[src/include/mul_consts.svh]
// widths fixed for an unsigned 16x16 multiply split into four 8x8 lanes; latency is in clock edges

`ifndef MUL_CONSTS_SVH
`define MUL_CONSTS_SVH

// ----------------------------------------
// operand sizing
// ----------------------------------------

// full operand width, unsigned
`define MUL_OP_W    16
// byte width seen by one lane
`define MUL_HALF_W  8

// ----------------------------------------
// pipeline shape
// ----------------------------------------

// partial-product lanes, one per byte pair
`define MUL_LANES   4
// edges from sampled valid_i to valid_o
`define MUL_LATENCY 3

`endif

[src/verilog/mul_pkg.sv]
// vector types only, sized from mul_consts.svh; operands and products are unsigned

`default_nettype none

`include "mul_consts.svh"

package mul_pkg;

  // ----------------------------------------
  // operand side
  // ----------------------------------------

  // one multiplicand or multiplier word
  typedef logic [`MUL_OP_W-1:0] operand_t;

  // one byte of an operand, fed to a lane
  typedef logic [`MUL_HALF_W-1:0] half_t;

  // ----------------------------------------
  // product side
  // ----------------------------------------

  // 8x8 lane product, never overflows 16 bits
  typedef logic [2*`MUL_HALF_W-1:0] half_prod_t;

  // full 32-bit product, two words
  typedef logic [2*`MUL_OP_W-1:0] product_t;

endpackage

`default_nettype wire
[src/verilog/lane_if.sv]
// one lane's bundle; no clock inside, every stage samples it on the clock of the top level

`default_nettype none

interface lane_if;

  import mul_pkg::*;

  // ----------------------------------------
  // feeder to lane
  // ----------------------------------------

  // registered multiplicand byte
  half_t      a_half;
  // registered multiplier byte
  half_t      b_half;
  // operand pair present this cycle
  logic       valid;

  // ----------------------------------------
  // lane to drain
  // ----------------------------------------

  // registered 8x8 product
  half_prod_t prod;
  // product present this cycle
  logic       prod_valid;

  // input register stage drives the byte pair
  modport feeder (output a_half, output b_half, output valid);

  // lane consumes bytes, returns its product
  modport lane (input a_half, input b_half, input valid,
                output prod, output prod_valid);

  // summing stage only sees products
  modport drain (input prod, input prod_valid);

endinterface

`default_nettype wire

[src/verilog/cr_adder.sv]
// purely combinational ripple-carry adder; delay grows linearly with WIDTH, no pipelining

`default_nettype none

module cr_adder #(
  parameter int WIDTH = 32
) (
  input  logic [WIDTH-1:0] a_i,
  input  logic [WIDTH-1:0] b_i,
  input  logic             c_i,
  output logic [WIDTH-1:0] sum_o,
  output logic             c_o
);

  // carry chain, entry 0 is the carry in
  logic [WIDTH:0] carry;
  // per-bit propagate term
  logic [WIDTH-1:0] prop;

  assign carry[0] = c_i;

  // ----------------------------------------
  // full adder chain
  // ----------------------------------------

  for (genvar i = 0; i < WIDTH; i++) begin : g_fa
    // half sum of the two operand bits
    assign prop[i]      = a_i[i] ^ b_i[i];
    assign sum_o[i]     = prop[i] ^ carry[i];
    // generate, or propagate the incoming carry
    assign carry[i + 1] = (a_i[i] & b_i[i]) | (prop[i] & carry[i]);
  end

  // carry out of the top bit
  assign c_o = carry[WIDTH];

endmodule

`default_nettype wire

[src/verilog/mul16_operand_split.sv]
// first pipeline stage; valid_i is a plain strobe with no back-pressure, operands taken only on it

`default_nettype none

`include "mul_consts.svh"

module mul16_operand_split (
  input  logic               clk_i,
  input  logic               arst_n_i,
  input  logic               valid_i,
  input  mul_pkg::operand_t  a_i,
  input  mul_pkg::operand_t  b_i,
  lane_if.feeder             lanes_o [`MUL_LANES]
);

  import mul_pkg::*;

  // registered operand pair
  operand_t a_q;
  operand_t b_q;
  logic     valid_q;

  // ----------------------------------------
  // input register
  // ----------------------------------------

  always_ff @(posedge clk_i or negedge arst_n_i) begin
    if (!arst_n_i) begin
      valid_q <= 1'b0;
      a_q     <= '0;
      b_q     <= '0;
    end else begin
      valid_q <= valid_i;
      // hold the last pair while idle
      if (valid_i) begin
        a_q <= a_i;
        b_q <= b_i;
      end
    end
  end

  // ----------------------------------------
  // byte fan-out
  // ----------------------------------------

  // lane index bit 0 picks the a byte, bit 1 the b byte
  // lane 0 = aL*bL, 1 = aH*bL, 2 = aL*bH, 3 = aH*bH
  for (genvar i = 0; i < `MUL_LANES; i++) begin : g_fan
    assign lanes_o[i].a_half = (i % 2 == 1) ? a_q[`MUL_OP_W-1:`MUL_HALF_W]
                                            : a_q[`MUL_HALF_W-1:0];
    assign lanes_o[i].b_half = (i / 2 == 1) ? b_q[`MUL_OP_W-1:`MUL_HALF_W]
                                            : b_q[`MUL_HALF_W-1:0];
    // same strobe to every lane
    assign lanes_o[i].valid  = valid_q;
  end

endmodule

`default_nettype wire

[src/verilog/mul16_partial_sum.sv]
// last pipeline stage; lane valids are assumed aligned, so lane 0's valid stands for all four

`default_nettype none

`include "mul_consts.svh"

module mul16_partial_sum (
  input  logic               clk_i,
  input  logic               arst_n_i,
  lane_if.drain              lanes_i [`MUL_LANES],
  output logic               valid_o,
  output mul_pkg::product_t  prod_o
);

  import mul_pkg::*;

  // aligned partial products
  product_t term_0;
  product_t term_1;
  product_t term_2;
  product_t term_3;

  // tree nodes
  product_t sum_lo;
  product_t sum_hi;
  product_t sum_all;

  // ----------------------------------------
  // alignment
  // ----------------------------------------

  // zero-extend, then shift to byte weight
  assign term_0 = product_t'(lanes_i[0].prod);
  // cross terms both sit one byte up
  assign term_1 = product_t'(lanes_i[1].prod) << `MUL_HALF_W;
  assign term_2 = product_t'(lanes_i[2].prod) << `MUL_HALF_W;
  // high by high sits two bytes up
  assign term_3 = product_t'(lanes_i[3].prod) << (2 * `MUL_HALF_W);

  // ----------------------------------------
  // adder tree
  // ----------------------------------------

  // level 1, lanes 0+1 and lanes 2+3
  cr_adder #(
    .WIDTH ($bits(product_t))
  ) u_add_lo (
    .a_i   (term_0),
    .b_i   (term_1),
    .c_i   (1'b0),
    .sum_o (sum_lo),
    .c_o   ()
  );

  cr_adder #(
    .WIDTH ($bits(product_t))
  ) u_add_hi (
    .a_i   (term_2),
    .b_i   (term_3),
    .c_i   (1'b0),
    .sum_o (sum_hi),
    .c_o   ()
  );

  // level 2, carry out is always zero for 16x16
  cr_adder #(
    .WIDTH ($bits(product_t))
  ) u_add_all (
    .a_i   (sum_lo),
    .b_i   (sum_hi),
    .c_i   (1'b0),
    .sum_o (sum_all),
    .c_o   ()
  );

  // ----------------------------------------
  // result register
  // ----------------------------------------

  always_ff @(posedge clk_i or negedge arst_n_i) begin
    if (!arst_n_i) begin
      valid_o <= 1'b0;
      prod_o  <= '0;
    end else begin
      valid_o <= lanes_i[0].prod_valid;
      prod_o  <= sum_all;
    end
  end

endmodule

`default_nettype wire

[src/verilog/mul16_top.sv]
// unsigned 16x16 multiply, three-cycle latency, one pair per clock, no stall or ready

`default_nettype none

`include "mul_consts.svh"

module mul16_top (
  input  logic               clk_i,
  input  logic               arst_n_i,
  // operand pair, sampled when valid_i is high
  input  logic               valid_i,
  input  mul_pkg::operand_t  a_i,
  input  mul_pkg::operand_t  b_i,
  // one-cycle pulse per accepted pair
  output logic               valid_o,
  output mul_pkg::product_t  prod_o
);

  // ----------------------------------------
  // lane bundles
  // ----------------------------------------

  // one bundle per byte pair
  lane_if lanes [`MUL_LANES] ();

  // ----------------------------------------
  // stage 1, register and split
  // ----------------------------------------

  mul16_operand_split u_split (
    .clk_i    (clk_i),
    .arst_n_i (arst_n_i),
    .valid_i  (valid_i),
    .a_i      (a_i),
    .b_i      (b_i),
    .lanes_o  (lanes)
  );

  // ----------------------------------------
  // stage 2, partial products
  // ----------------------------------------

  // lane i multiplies the byte pair chosen by the split
  for (genvar i = 0; i < `MUL_LANES; i++) begin : g_lane
    mul8_lane #(
      .LANE (i)
    ) u_lane (
      .clk_i    (clk_i),
      .arst_n_i (arst_n_i),
      .lane_io  (lanes[i])
    );
  end

  // ----------------------------------------
  // stage 3, align and sum
  // ----------------------------------------

  mul16_partial_sum u_sum (
    .clk_i    (clk_i),
    .arst_n_i (arst_n_i),
    .lanes_i  (lanes),
    .valid_o  (valid_o),
    .prod_o   (prod_o)
  );

endmodule

`default_nettype wire

[src/verilog/mul8_lane.sv]
// unsigned 8x8 lane, one register stage; LANE only labels the instance, arithmetic ignores it

`default_nettype none

`include "mul_consts.svh"

module mul8_lane #(
  parameter int LANE = 0
) (
  input  logic clk_i,
  input  logic arst_n_i,
  lane_if.lane lane_io
);

  import mul_pkg::*;

  // one shifted copy of a per bit of b
  half_prod_t rows [`MUL_HALF_W];
  // combinational sum of all rows
  half_prod_t row_sum;

  // ----------------------------------------
  // partial rows
  // ----------------------------------------

  // row r is a shifted left by r, gated by b[r]
  for (genvar r = 0; r < `MUL_HALF_W; r++) begin : g_row
    assign rows[r] = lane_io.b_half[r] ? (half_prod_t'(lane_io.a_half) << r) : '0;
  end

  // add the rows, result fits in 16 bits
  always_comb begin
    row_sum = '0;
    for (int k = 0; k < `MUL_HALF_W; k++) begin
      row_sum = row_sum + rows[k];
    end
  end

  // ----------------------------------------
  // output register
  // ----------------------------------------

  always_ff @(posedge clk_i or negedge arst_n_i) begin
    if (!arst_n_i) begin
      lane_io.prod_valid <= 1'b0;
      lane_io.prod       <= '0;
    end else begin
      // valid follows the feeder strobe one edge later
      lane_io.prod_valid <= lane_io.valid;
      lane_io.prod       <= row_sum;
    end
  end

endmodule

`default_nettype wire

[config.mk]
export PLATFORM = sky130hd
export DESIGN_NAME = mul16_top
export DESIGN_NICKNAME = d
export VERILOG_FILES = /design/src/verilog/mul_pkg.sv /design/src/verilog/lane_if.sv /design/src/verilog/cr_adder.sv /design/src/verilog/mul16_operand_split.sv /design/src/verilog/mul16_partial_sum.sv /design/src/verilog/mul16_top.sv /design/src/verilog/mul8_lane.sv
export VERILOG_INCLUDE_DIRS = /design/src /design/src/include
export SDC_FILE = /design/constraint.sdc
export NUM_CORES = 1
export LEC_CHECK = 0
export BUFFER_PORTS_ARGS = -buffer_cell sky130_fd_sc_hd__buf_2
export CAP_MARGIN = 20
export CORE_ASPECT_RATIO = 1.25
export CORE_MARGIN = 2
export CORE_UTILIZATION = 55
export CTS_CLUSTER_DIAMETER = 40
export DETAILED_ROUTE_END_ITERATION = 7
export GPL_TIMING_DRIVEN = 0
export PLACE_DENSITY = 0.77
export SLEW_MARGIN = 30
export SYNTH_ARGS = -nofsm -noshare
export SYNTH_HDL_FRONTEND = slang
export SYNTH_SLANG_ARGS = --single-unit
[constraint.sdc]
create_clock -name clk_i -period 8.45 [get_ports clk_i]
set_input_delay 0.845 -clock clk_i [delete_from_list [all_inputs] [get_ports clk_i]]
set_output_delay 0.845 -clock clk_i [all_outputs]
set_load 0.1 [all_outputs]
Word-level counts from Yosys, hierarchy flattened
Cells that the tools add are included.

cells by class
  add/subtract/negate cells = 28
  multipliers = 0
  div/mod/pow operators = 0
  magnitude comparators = 0
  equal/unequal tests = 0
  shift operators = 0
  muxes and demuxes = 32
  bitwise gates (word level) = 200
  reductions and logical operators = 0

operators by type and width
  cell                     number
  adder 16 bit             16
  bitwise XOR 1 bit        86
  AND 1 bit                84
  adder 16 x 11 -> 16 bit  4
  adder 16 x 14 -> 16 bit  4
  adder 16 x 15 -> 16 bit  4
  2-to-1 mux 15 bit        4
  2-to-1 mux 14 bit        4
  2-to-1 mux 13 bit        4
  2-to-1 mux 12 bit        4
  2-to-1 mux 11 bit        4
  2-to-1 mux 10 bit        4
  2-to-1 mux 9 bit         4
  2-to-1 mux 8 bit         4
  OR 1 bit                 30

word-level totals
  register bits after elaboration = 131
  latch bits = 0
  bits in writable memories = 0
  bits in read-only memories = 0
  memories = 0

Longest topological paths before layout
Gate-level depths: netlist of the first run.

  word-level depth = 42
  depth in mapped cells = 30
  gate-level depth less buffers = 30

Modules after synthesis
From an unflattened synthesis of the first run, not the netlist that was laid out.

unflattened totals
  cell total of the unflattened synthesis = 1,255
  area, all modules = 14,139.8 µm²

by module, submodules not included
  module                         instances  cells each  area each (µm²)
  mul8_lane at g_lane[1].u_lane  1          250         2,421.1
  mul8_lane at g_lane[3].u_lane  1          249         2,419.8
  mul8_lane at g_lane[2].u_lane  1          250         2,418.6
  mul8_lane at g_lane[0].u_lane  1          242         2,383.5
  cr_adder                       3          42          678.2
  mul16_operand_split            1          104         1,632.8
  mul16_partial_sum              1          34          829.5

Worst setup path after synthesis of the first run
Ideal clock, no wire load.

  kind = reg-to-reg
  from = register g_lane[0].u_lane.lane_io.prod[8]
  to = register u_sum.prod_o[31]
  setup time = 0.123 ns
  data arrival time = 8.242 ns
  data required time = 8.327 ns
  path slack = 0.085 ns
  stages on the path, launching flop included = 31
  cells stage by stage = dfrtp_1 -> ha_1 -> fa_1 -> inv_1 -> fa_1 -> fa_1 -> fa_1 -> fa_1 -> fa_1 -> fa_1 -> fa_1 -> inv_1 -> fa_1 -> fa_1 -> fa_1 -> fa_1 -> fa_1 -> fa_1 -> fa_1 -> fa_1 -> inv_1 -> fa_1 -> inv_1 -> ha_1 -> ha_1 -> ha_1 -> ha_1 -> ha_1 -> ha_1 -> xnor2_1 -> xnor2_1

between the ends
  longest elaborated chain between the ends = 42
  elaborated cells on any way between the ends = 111

RTL lines
  item                                                   line                            text
  start: declaration                                     lane_if.sv:34                   output prod, output prod_valid);
  start signal: assignment                               mul8_lane.sv:50                 lane_io.prod <= row_sum;
  AND 1 bit                                              cr_adder.sv:31                  assign carry[i + 1] = (a_i[i] & b_i[i]) | (prop[i] & carry[i]);
  AND 1 bit / bitwise XOR 1 bit (equally long branches)  cr_adder.sv:31, cr_adder.sv:29
  OR 1 bit / bitwise XOR 1 bit (equally long branches)   cr_adder.sv:31, cr_adder.sv:28
  AND 1 bit / bitwise XOR 1 bit (equally long branches)  cr_adder.sv:31, cr_adder.sv:29
  OR 1 bit / bitwise XOR 1 bit (equally long branches)   cr_adder.sv:31, cr_adder.sv:28
  AND 1 bit / bitwise XOR 1 bit (equally long branches)  cr_adder.sv:31, cr_adder.sv:29
  OR 1 bit / bitwise XOR 1 bit (equally long branches)   cr_adder.sv:31, cr_adder.sv:28
  AND 1 bit / bitwise XOR 1 bit (equally long branches)  cr_adder.sv:31, cr_adder.sv:29
  [... 22 more ...]                                      n/a
  OR 1 bit                                               cr_adder.sv:31
  AND 1 bit                                              cr_adder.sv:31
  OR 1 bit                                               cr_adder.sv:31
  AND 1 bit                                              cr_adder.sv:31
  OR 1 bit (*)                                           cr_adder.sv:31
  AND 1 bit (*) (6 in series)                            cr_adder.sv:31
  bitwise XOR 1 bit (*)                                  cr_adder.sv:29                  assign sum_o[i] = prop[i] ^ carry[i];
  via u_sum.sum_all[31]                                  mul16_partial_sum.sv:26         product_t sum_all;
  end signal: assignment                                 mul16_partial_sum.sv:86         prod_o <= sum_all;
  end: declaration                                       mul16_partial_sum.sv:12         output mul_pkg::product_t prod_o

The timed path passes the listed nets; every way through them passes the cells marked *.
A chain may end at the register's enable or synchronous reset.

Worst setup path in the final report of the first run
Same ends and word-level chain as after synthesis.

==> results of run 1 <==
## final timing paths
kind,slack [ns],startpoint,cells after the start,end
setup / recovery,0.36,g_lane[0].u_lane.lane_io.prod[8]$_DFF_PN0_,30,u_sum.prod_o[31]$_DFF_PN0_
hold / removal,0.34,arst_n_i,1,u_sum.prod_o[18]$_DFF_PN0_
setup reg to reg,0.36,g_lane[0].u_lane.lane_io.prod[8]$_DFF_PN0_,30,u_sum.prod_o[31]$_DFF_PN0_
hold reg to reg,0.35,g_lane[0].u_lane.lane_io.prod[1]$_DFF_PN0_,0,u_sum.prod_o[1]$_DFF_PN0_
max in group asynchronous,7.40,arst_n_i,2,g_lane[0].u_lane.lane_io.prod[3]$_DFF_PN0_
min in group clk_i,0.35,g_lane[0].u_lane.lane_io.prod[1]$_DFF_PN0_,0,u_sum.prod_o[1]$_DFF_PN0_
## metal layers
| metal | vias up | track usage |
|---|---|---|
| met5 | - | 0 |
| met4 | 0 | 0.1047 |
| met3 | 62 | 0.04371 |
| met2 | 228 | 0.4137 |
| met1 | 4137 | 0.2769 |
| li1 | 3682 | - |
## kinds of logic (layout without fill, tap and decap cells)
kind of cell / after synthesis / after routing / synth area share
compound gates: 60 / 60 / 0.03627
xor+xnor: 42 / 42 / 0.02970
fa+ha+maj: 330 / 330 / 0.4437
buf+inv: 238 / 337 / 0.07243
flops: 131 / 131 / 0.2647
mux: 32 / 32 / 0.02909
simple gates: 306 / 306 / 0.1242
## sequential cells by signal (all words and copies together) (netlist names)
register	flops
g_lane.u_lane.lane_io.prod	64
u_sum.prod_o	32
u_split.a_q	16
g_lane.u_lane.lane_io.prod_valid	1
u_sum.valid_o	1
u_split.b_q	16
u_split.lanes_o.valid	1
## repair_timing
item | in CTS | in global routing
hold buffers | 0 | 0
setup buffers | 0 | 0
setup endpoints to repair | 2 | 2
hold endpoints to repair | 0 | 0
resized for setup | 9 | 4
pin swaps | 1 | 4
## cell usage after synthesis, drive strengths merged
cell type	instances
fa	182
or3	3
mux2	32
o221a	1
o2111ai	4
o21ai	5
buf	3
a31oi	4
dfrtp	131
a2111oi	3
a21o	8
nand3	15
nor2	6
and3	9
nand4	1
xor2	10
o21bai	3
clkbuf	36
nor2b	4
o211ai	3
o22ai	1
inv	199
ha	148
and2	125
a21oi	27
xnor2	32
o21a	1
nand2	143
## final cells by class
| cell class | count | area, um^2 | area share |
|---|---|---|---|
| buffer | 39 | 150.1 | 0.01095 |
| clock buffer | 18 | 439.2 | 0.03203 |
| clock inverter | 13 | 126.4 | 0.009217 |
| inverter | 199 | 747.0 | 0.05448 |
| multi-input combinational | 770 | 8243 | 0.6012 |
| sequential | 131 | 3278 | 0.2391 |
| tap | 283 | 354.1 | 0.02583 |
| timing repair buffer | 68 | 372.9 | 0.02719 |
## through the flow
stage	utilization	setup TNS (ns)	worst slack, ns
after global routing	0.6173	0	0.01553
after global placement	0.5887	-0.4123	-0.2929
after floorplan	-	0	0.08545
final	0.6173	0	0.3613
after detailed placement	0.5904	-0.4739	-0.3292
after CTS	0.6169	0	0.008988
==> results.md, run 1 <==
* Met1 WL at 10.12 mm
* Hold WC Path Type: in -> async
* DP Area at 0.01311 mm^2
* Area leader, netlist: fa_1
* Antenna diodes at 0
* Clk_skew at 0.01299 ns
* Slew Viols, Final at 0
* Syn_area_per_cell at 10.87 um^2
* Critical Path AT at 8.43 ns
* Warnings from Yosys at 0
* Critical Path Fanout Max at 1
* DRT iter0 DRCs at 387
* Final std cells w/o fill at 1521
* Wire length per cell at 17.13 um
* First-pass GRT wire length at 42.68 mm
* Synthesis-to-layout area growth at 10.70%
* Worst-path clk slew at 0.06 ns
* DRT Pass-1 Iters at 5
* Mapped cell area at 0.01239 mm^2
* Fin nets at 1591
* Cts bufs inserted at 17
* Slowest CP cell: fa_2
* Register area share after synthesis at 0.2647
* Vias in the first global route at 8643
* Routed Antenna Nets at 0
* DP HPWL at 20.47 mm
* I/O pins at 68
* Unique masters post-synth at 32
* Clk root buf: clkbuf_16
* Met3 WL at 1.444 mm
* CTS HTree Levels at 4
* Row cnt at 61
* Placed insts at 1490
* Outcome: finished, final reports clean
* Max Fclk at 123.6 MHz
* Initial antenna violation count at 0
* Most Frequent Cell on Critical Path: fa_2
* Max cap viols at 0
* Highest routed metal layer: met4
* Die width at 138.2 um
* Yosys top cell area share at 0.2942
* Clock period minus worst slack at 8.089 ns
* CP peak stage delay at 0.59 ns
* Worst-Margin Slew at 0.7023 ns
* Commonest non-fill, non-tap cells in the layout: inv_1 (199), fa_1 (170), ha_1 (147)
* CP top delay family: adder cells
* DR vias at 8109
* Period utilization at 0.9572
* Synth area leaders: fa_1 (29%), dfrtp_1 (26%), ha_1 (15%)
* Syn nets at 1504
* Worst Setup Path Type: reg -> reg
* Min Hold Slack at 0.3399 ns
* FILL cells at 1773
* Final setup violation count at 0
* Initial Util at 0.5577
* Worst setup EP type: register
* Routed Wire Length at 26.06 mm
* Die H at 171.8 um
* Via density at 5.331
* Slew Limit Headroom at 0.5318
* Pin count of the biggest net entering global routing at 72
* Clock Path Buffers at 2
* Synthesized instance count at 1139
* Worst-Skew Late Latency at 0.43 ns
* Grt ovf at 0
* Worst EP required at 8.79 ns
* Met2 Routed Length at 13.47 mm
* Overall routing resource usage at 0.2327
* Routability cong. at 0.9091
* CTS tree: built
* Share of layout cells above drive strength 1 at 0.1010
* TritonCTS Sinks at 131
* RSZ-0062 raised after global routing: no
* Final hold vios at 0
* FF+latch count, synth at 131
* Crit start category: register
* Core area at 0.02221 mm^2
* Die ar. at 0.02374 mm^2
* Port-buffer cells at 67
* Commonest non-fill, non-tap cell in the layout: inv_1
* CP Buf/Inv Count at 4
* # DRC at 0
* Fin area at 0.01371 mm^2
Power of run 1 is left out: the tool's default activity adds up to more than one toggle a clock period on the data nets, which glitch-free logic cannot reach.
==> run 2, diff against run 1 <==
- GPL_TIMING_DRIVEN: 0 -> unset
- PLACE_DENSITY: 0.77 -> 0.74
- TNS_END_PERCENT: unset -> 1
- clock period: 8.45 -> 7.65 ns (I/O delays scaled with it)
==> run 2 against run 1 <==
The run now ends with setup timing left. Flip-flop and latch count is the same. Die area is the same. Via count down 2.2%. Utilization shrank 0.42 points. Routed wire length shrank 9.5%. Worst hold slack better by 0.0074 ns. Register-to-register slack worse by 0.37 ns. Global-route usage is 1.8 points lower. Final cell count shrank 2.6%. Non-clock buffer count shrank 39. Sequential share of layout area rose by 0.16 points.
==> results.md, run 2 (same netlist as run 1, synthesis figures left out) <==
* DRT iter0 DRCs at 302 (-22%)
* Registers with the most flip-flops: g_lane.u_lane.lane_io.prod x64, u_sum.prod_o x32
* Synthesis-to-layout area growth at 9.951%
* Max reg flops at 64 (unchanged)
* Pin count of the biggest net entering global routing at 86 (+19%)
* Antenna diodes at 0 (unchanged)
* Slew Viols, Final at 0 (unchanged)
* Violated checks: setup timing
* Routed Antenna Nets at 0 (unchanged)
* Max Fclk at 130.5 MHz (+5.6%)
* Worst-Skew Late Latency at 0.44 ns (about the same)
* Met2 Routed Length at 12.86 mm (-4.5%)
* Crit start category: register
* Die width at 138.2 um (unchanged)
* CTS HTree Levels at 4 (unchanged)
* Wire length per cell at 15.91 um (-7.1%)
* Port-buffer cells at 67 (unchanged)
* Max cap viols at 0 (unchanged)
* I/O pins at 68 (unchanged)
* Final setup violation count at 1 (+1)
* Slew Limit Headroom at 0.4555 (-0.07630)
* Via density at 5.352 (+0.39%)
* Cell depth of the worst setup path at 30 (unchanged)
* Fin area at 0.01362 mm^2 (-0.67%)
* Routed Wire Length at 23.59 mm (-9.5%)
* Clk_skew at 0.01518 ns (+0.002186 ns)
* Clock Path Buffers at 2 (unchanged)
* Period utilization at 1.002 (+0.04439)
* Final core occ at 0.6131 (-0.004168)
* Worst r2r path cells at 30 (unchanged)
* Met3 WL at 1.005 mm (-30%)
* Grt ovf at 0 (unchanged)
* Initial antenna violation count at 0 (unchanged)
* CP Buf/Inv Count at 4 (unchanged)
* Commonest non-fill, non-tap cells in the layout: inv_1 (194), fa_1 (165), nand2_1 (143)
* Final hold vios at 0 (unchanged)
* Met1 WL at 9.223 mm (-8.8%)
* Highest routed metal layer: met4
* Crit Reg-Reg Endpoint: u_sum.prod_o[31]$_DFF_PN0_
* FILL cells at 1815 (+2.4%)
* Worst-path clk slew at 0.06 ns (about the same)
* Die H at 171.8 um (unchanged)
* Die ar. at 0.02374 mm^2 (unchanged)
* Clk root buf: clkbuf_16
* Vias in the first global route at 8634 (-0.10%)
* DRT Pass-1 Iters at 5 (unchanged)
* Share of layout cells above drive strength 1 at 0.1159 (+0.01496)
* Most flop-heavy register: g_lane.u_lane.lane_io.prod
* TritonCTS Sinks at 131 (unchanged)
* DR vias at 7932 (-2.2%)
* Setup slack, reg-to-reg at -0.01 ns (-0.37 ns)
* Critical Path Sink: u_sum.prod_o[31]$_DFF_PN0_
* CP peak stage delay at 0.54 ns (-0.05 ns)
* Fin nets at 1552 (-2.5%)
* Critical path startpoint: g_lane[0].u_lane.lane_io.prod[8]$_DFF_PN0_
* Hold WC Path Type: reg -> reg
* Final worst slack at -0.01248 ns (-0.3738 ns)
* Worst setup EP type: register
* Critical Path Fanout Max at 1 (unchanged)
* Most Frequent Cell on Critical Path: fa_2
* Initial Util at 0.5577 (unchanged)
* Row cnt at 61 (unchanged)
* DP Area at 0.01297 mm^2 (-1.1%)
* CP top delay family: adder cells
* Critical Path AT at 7.98 ns (-0.45 ns)
* # DRC at 0 (unchanged)
* Commonest non-fill, non-tap cell in the layout: inv_1
* RSZ-0062 raised after global routing: yes
* Slowest CP cell: fa_2
* Overall routing resource usage at 0.2144 (-0.01829)
* Hold_buf cts at 0 (unchanged)
* R2r startpoint: g_lane[0].u_lane.lane_io.prod[8]$_DFF_PN0_
* DP HPWL at 17.74 mm (-13%)
* Cts bufs inserted at 17 (unchanged)
* Total Neg Setup Slack at -0.01248 ns (-0.01248 ns)
* Worst Setup Path Type: reg -> reg
* Clock period minus worst slack at 7.662 ns (-0.4262 ns)
* Worst EP required at 7.96 ns (-0.83 ns)
* Routability cong. at 0.8114 (-11%)
* Core area at 0.02221 mm^2 (unchanged)
* Outcome: complete, but fails checks
* Worst-Margin Slew at 0.8167 ns (+0.1144 ns)
* First-pass GRT wire length at 40.68 mm (-4.7%)
* CTS tree: built
==> run 2: cell types whose count changed in the layout (fill, tap and decap cells not counted), sizes merged <==
cell,delta
clkbuf,-35
buf,-3
bufinv,-1
clkinv,+1
inv,-1
==> run 2: cell type report <==
class / count / area [um^2] / share of cell area
sequential: 131 / 3278 / 0.2407
multi-input combinational: 770 / 8338 / 0.6123
clock inverter: 12 / 98.84 / 0.007258
timing repair buffer: 68 / 349.1 / 0.02563
clock buffer: 19 / 452.9 / 0.03326
tap: 283 / 354.1 / 0.02600
inverter: 199 / 747.0 / 0.05485
==> run 2: metrics by stage <==
| stage | hold slack, ns | setup slack, ns | instances |
|---|---|---|---|
| 2_1_floorplan | 0.3312 | 0.05249 | 1139 |
| 3_3_place_gp | 0.3326 | -0.1821 | 1451 |
| 3_5_place_dp | 0.3355 | -0.3477 | 1451 |
| 4_1_cts | 0.3495 | -0.3916 | 1482 |
| 5_1_grt | 0.3566 | -0.2412 | 1482 |
| 6_report | 0.3473 | -0.01248 | 1482 |
==> run 2: worst min path at each step <==
stage | end | cells past startpoint | slack (ns) | start
final | u_sum.prod_o[2]$_DFF_PN0_ | 0 | 0.35 | g_lane[0].u_lane.lane_io.prod[2]$_DFF_PN0_
after global routing | u_sum.prod_o[2]$_DFF_PN0_ | 0 | 0.36 | g_lane[0].u_lane.lane_io.prod[2]$_DFF_PN0_
after CTS | u_sum.prod_o[0]$_DFF_PN0_ | 0 | 0.35 | g_lane[0].u_lane.lane_io.prod[0]$_DFF_PN0_
after detailed placement | u_sum.prod_o[0]$_DFF_PN0_ | 0 | 0.34 | g_lane[0].u_lane.lane_io.prod[0]$_DFF_PN0_
after global placement | u_sum.prod_o[1]$_DFF_PN0_ | 0 | 0.33 | g_lane[0].u_lane.lane_io.prod[1]$_DFF_PN0_
after floorplan | g_lane[0].u_lane.lane_io.prod_valid$_DFF_PN0_ | 0 | 0.33 | u_split.lanes_o[0].valid$_DFF_PN0_
==> run 2: metal layers <==
metal,up-vias,global-route usage
li1,3595,-
met1,4109,0.2566
met2,192,0.3973
met3,36,0.03035
met4,0,0.07542
met5,-,0
==> run 2: what timing repair did <==
item | in CTS | in global routing
resized for setup | 20 | 3
endpoints found under the setup margin | 3 | 4
buffers inserted | 0 | 0
pin swaps | 19 | 15
Power of run 2 is left out for the same reason.
==> run 3, diff against run 2 <==
- BUFFER_PORTS_ARGS: -buffer_cell sky130_fd_sc_hd__buf_2 -> -buffer_cell sky130_fd_sc_hd__buf_4
- CTS_BUF_LIST: unset -> sky130_fd_sc_hd__clkbuf_2 sky130_fd_sc_hd__clkbuf_4 sky130_fd_sc_hd__clkbuf_8
==> run 3 against run 2 <==
Critical endpoint unchanged. Flip-flop and latch count is the same. Final cell count hardly changed. The flow still finishes with violations (setup timing). Cell area fell by 0.77%. Clock skew fell by 0.0010 ns. Largest cell class unchanged. Count of clock-buffer cells in the layout decreased by 2. Die area is the same. Worst hold slack better by 0.0066 ns. Non-clock buffer count did not move. Via count down 1.5%. Sequential share of layout area grew 0.19 points.
==> results.md, run 3 (same netlist as run 1, synthesis figures left out) <==
* Outcome: complete, but fails checks
* Violated checks: setup timing
* Most Frequent Cell on Critical Path: fa_2
* Initial Util at 0.5577 (unchanged)
* Final worst slack at -0.1763 ns (-0.1638 ns)
* Slew Limit Headroom at 0.4994 (+0.04390)
* Worst-path clk slew at 0.09 ns (+0.03 ns)
* Max cap viols at 0 (unchanged)
* CTS tree: built
* Die H at 171.8 um (unchanged)
* Grt ovf at 0 (unchanged)
* Overall routing resource usage at 0.2131 (-0.001265)
* Critical Path Fanout Max at 1 (unchanged)
* Worst EP required at 8.04 ns (+0.08 ns)
* Max reg flops at 64 (unchanged)
* Slowest CP cell: fa_2
* Clk root buf: clkbuf_8
* Row cnt at 61 (unchanged)
* CP top delay family: adder cells
* Period utilization at 1.023 (+0.02142)
* Crit start category: register
* Routed Antenna Nets at 0 (unchanged)
* FILL cells at 1769 (-2.5%)
* DRT Pass-1 Iters at 4 (-1)
* First-pass GRT wire length at 40.36 mm (-0.78%)
* Die ar. at 0.02374 mm^2 (unchanged)
* I/O pins at 68 (unchanged)
* Initial antenna violation count at 0 (unchanged)
* Die width at 138.2 um (unchanged)
* Antenna diodes at 0 (unchanged)
* Commonest non-fill, non-tap cells in the layout: inv_1 (198), fa_1 (168), ha_1 (147)
* DP HPWL at 17.64 mm (-0.51%)
* Most flop-heavy register: g_lane.u_lane.lane_io.prod
* Commonest non-fill, non-tap cell in the layout: inv_1
* Core area at 0.02221 mm^2 (unchanged)
* Slew Viols, Final at 0 (unchanged)
* Worst setup EP type: register
* Final hold vios at 0 (unchanged)
* CP Buf/Inv Count at 4 (unchanged)
* Clk_skew at 0.01414 ns (-0.001038 ns)
* Routed Wire Length at 23.16 mm (-1.8%)
* TritonCTS Sinks at 131 (unchanged)
* Pin count of the biggest net entering global routing at 82 (-4.7%)
* CP peak stage delay at 0.55 ns (about the same)
* CTS HTree Levels at 4 (unchanged)
* Worst r2r path cells at 30 (unchanged)
* Pre-CTS setup slack at -0.2677 ns (+0.08000 ns)
* DR vias at 7810 (-1.5%)
* Registers with the most flip-flops: g_lane.u_lane.lane_io.prod x64, u_sum.prod_o x32
* RSZ-0062 raised after global routing: yes
* Clock Path Buffers at 2 (unchanged)
* Worst Setup Path Type: reg -> reg
* DRT iter0 DRCs at 259 (-14%)
* Share of layout cells above drive strength 1 at 0.1050 (-0.01093)
* Synthesis-to-layout area growth at 9.102%
* Port-buffer cells at 67 (unchanged)
* Vias in the first global route at 8681 (+0.54%)
* Max Fclk at 127.8 MHz (-2.1%)
* Worst-Skew Late Latency at 0.46 ns (+0.02 ns)
* Final core occ at 0.6084 (-0.004733)
* Setup slack, reg-to-reg at -0.18 ns (-0.16 ns)
* Worst-Margin Slew at 0.7509 ns (-0.06585 ns)
* Via density at 5.266 (-1.6%)
* Critical Path AT at 8.21 ns (+0.23 ns)
* Final setup violation count at 2 (+1)
* Cts bufs inserted at 17 (unchanged)
* Post-CTS Setup Inserts at 0 (unchanged)
* Total Neg Setup Slack at -0.1928 ns (-0.1804 ns)
* Hold WC Path Type: in -> async
* Min Hold Slack at 0.3539 ns (+0.006553 ns)
* Routability cong. at 0.8084 (-0.37%)
* Fin nets at 1552 (unchanged)
* Wire length per cell at 15.62 um (-1.9%)
* # DRC at 0 (unchanged)
* Clock period minus worst slack at 7.826 ns (+0.1638 ns)
* R2r startpoint: g_lane[0].u_lane.lane_io.prod[8]$_DFF_PN0_
* Crit Reg-Reg Endpoint: u_sum.prod_o[31]$_DFF_PN0_
run 3: area by class of cell:
class	instances	area, um^2	share of cell area
tap	283	354.1	0.02620
inverter	199	747.0	0.05528
clock buffer	17	234.0	0.01731
multi-input combinational	770	8248	0.6104
clock inverter	15	137.6	0.01019
sequential	131	3278	0.2426
timing repair buffer	68	514.2	0.03806
run 3: worst register-to-register path, delay by kind of cell, from the launching register on:
family,cells,cell delay (ns)
xor gates and xnor gates,2,0.29
buffers and inverters,4,0.24
DFF,1,0.35
adders and majority gates,24,6.84
run 3: how the worst max path moves through the flow:
stage / from / slack, ns / depth (start not counted) / endpoint
finish: g_lane[0].u_lane.lane_io.prod[8]$_DFF_PN0_ / -0.18 / 30 / u_sum.prod_o[31]$_DFF_PN0_
global route: g_lane[0].u_lane.lane_io.prod[8]$_DFF_PN0_ / -0.45 / 30 / u_sum.prod_o[31]$_DFF_PN0_
CTS: g_lane[0].u_lane.lane_io.prod[8]$_DFF_PN0_ / -0.27 / 30 / u_sum.prod_o[31]$_DFF_PN0_
detailed placement: g_lane[0].u_lane.lane_io.prod[8]$_DFF_PN0_ / -0.27 / 30 / u_sum.prod_o[31]$_DFF_PN0_
global placement: g_lane[0].u_lane.lane_io.prod[8]$_DFF_PN0_ / -0.18 / 30 / u_sum.prod_o[31]$_DFF_PN0_
floorplan: g_lane[0].u_lane.lane_io.prod[8]$_DFF_PN0_ / 0.05 / 30 / u_sum.prod_o[31]$_DFF_PN0_
run 3: stage by stage:
step,cells,cell area (um^2)
final,1483,13510
after global routing,1483,13510
after CTS,1483,13510
after detailed placement,1451,13140
after global placement,1451,13140
after floorplan,1139,12420
run 3: per-layer routing:
layer | up-vias | GRT usage | share of wire
met3 | 44 | 0.03536 | 0.042
li1 | 3594 | - | -
met1 | 3998 | 0.2533 | 0.40
met2 | 174 | 0.3892 | 0.53
met5 | - | 0 | 0
met4 | 0 | 0.08296 | 0.027
run 3: timing repair:
action,CTS,global route
setup endpoints to repair,2,3
hold buffers,0,0
gates resized for setup,1,2
pin swaps,0,0
Power of run 3 is left out for the same reason.
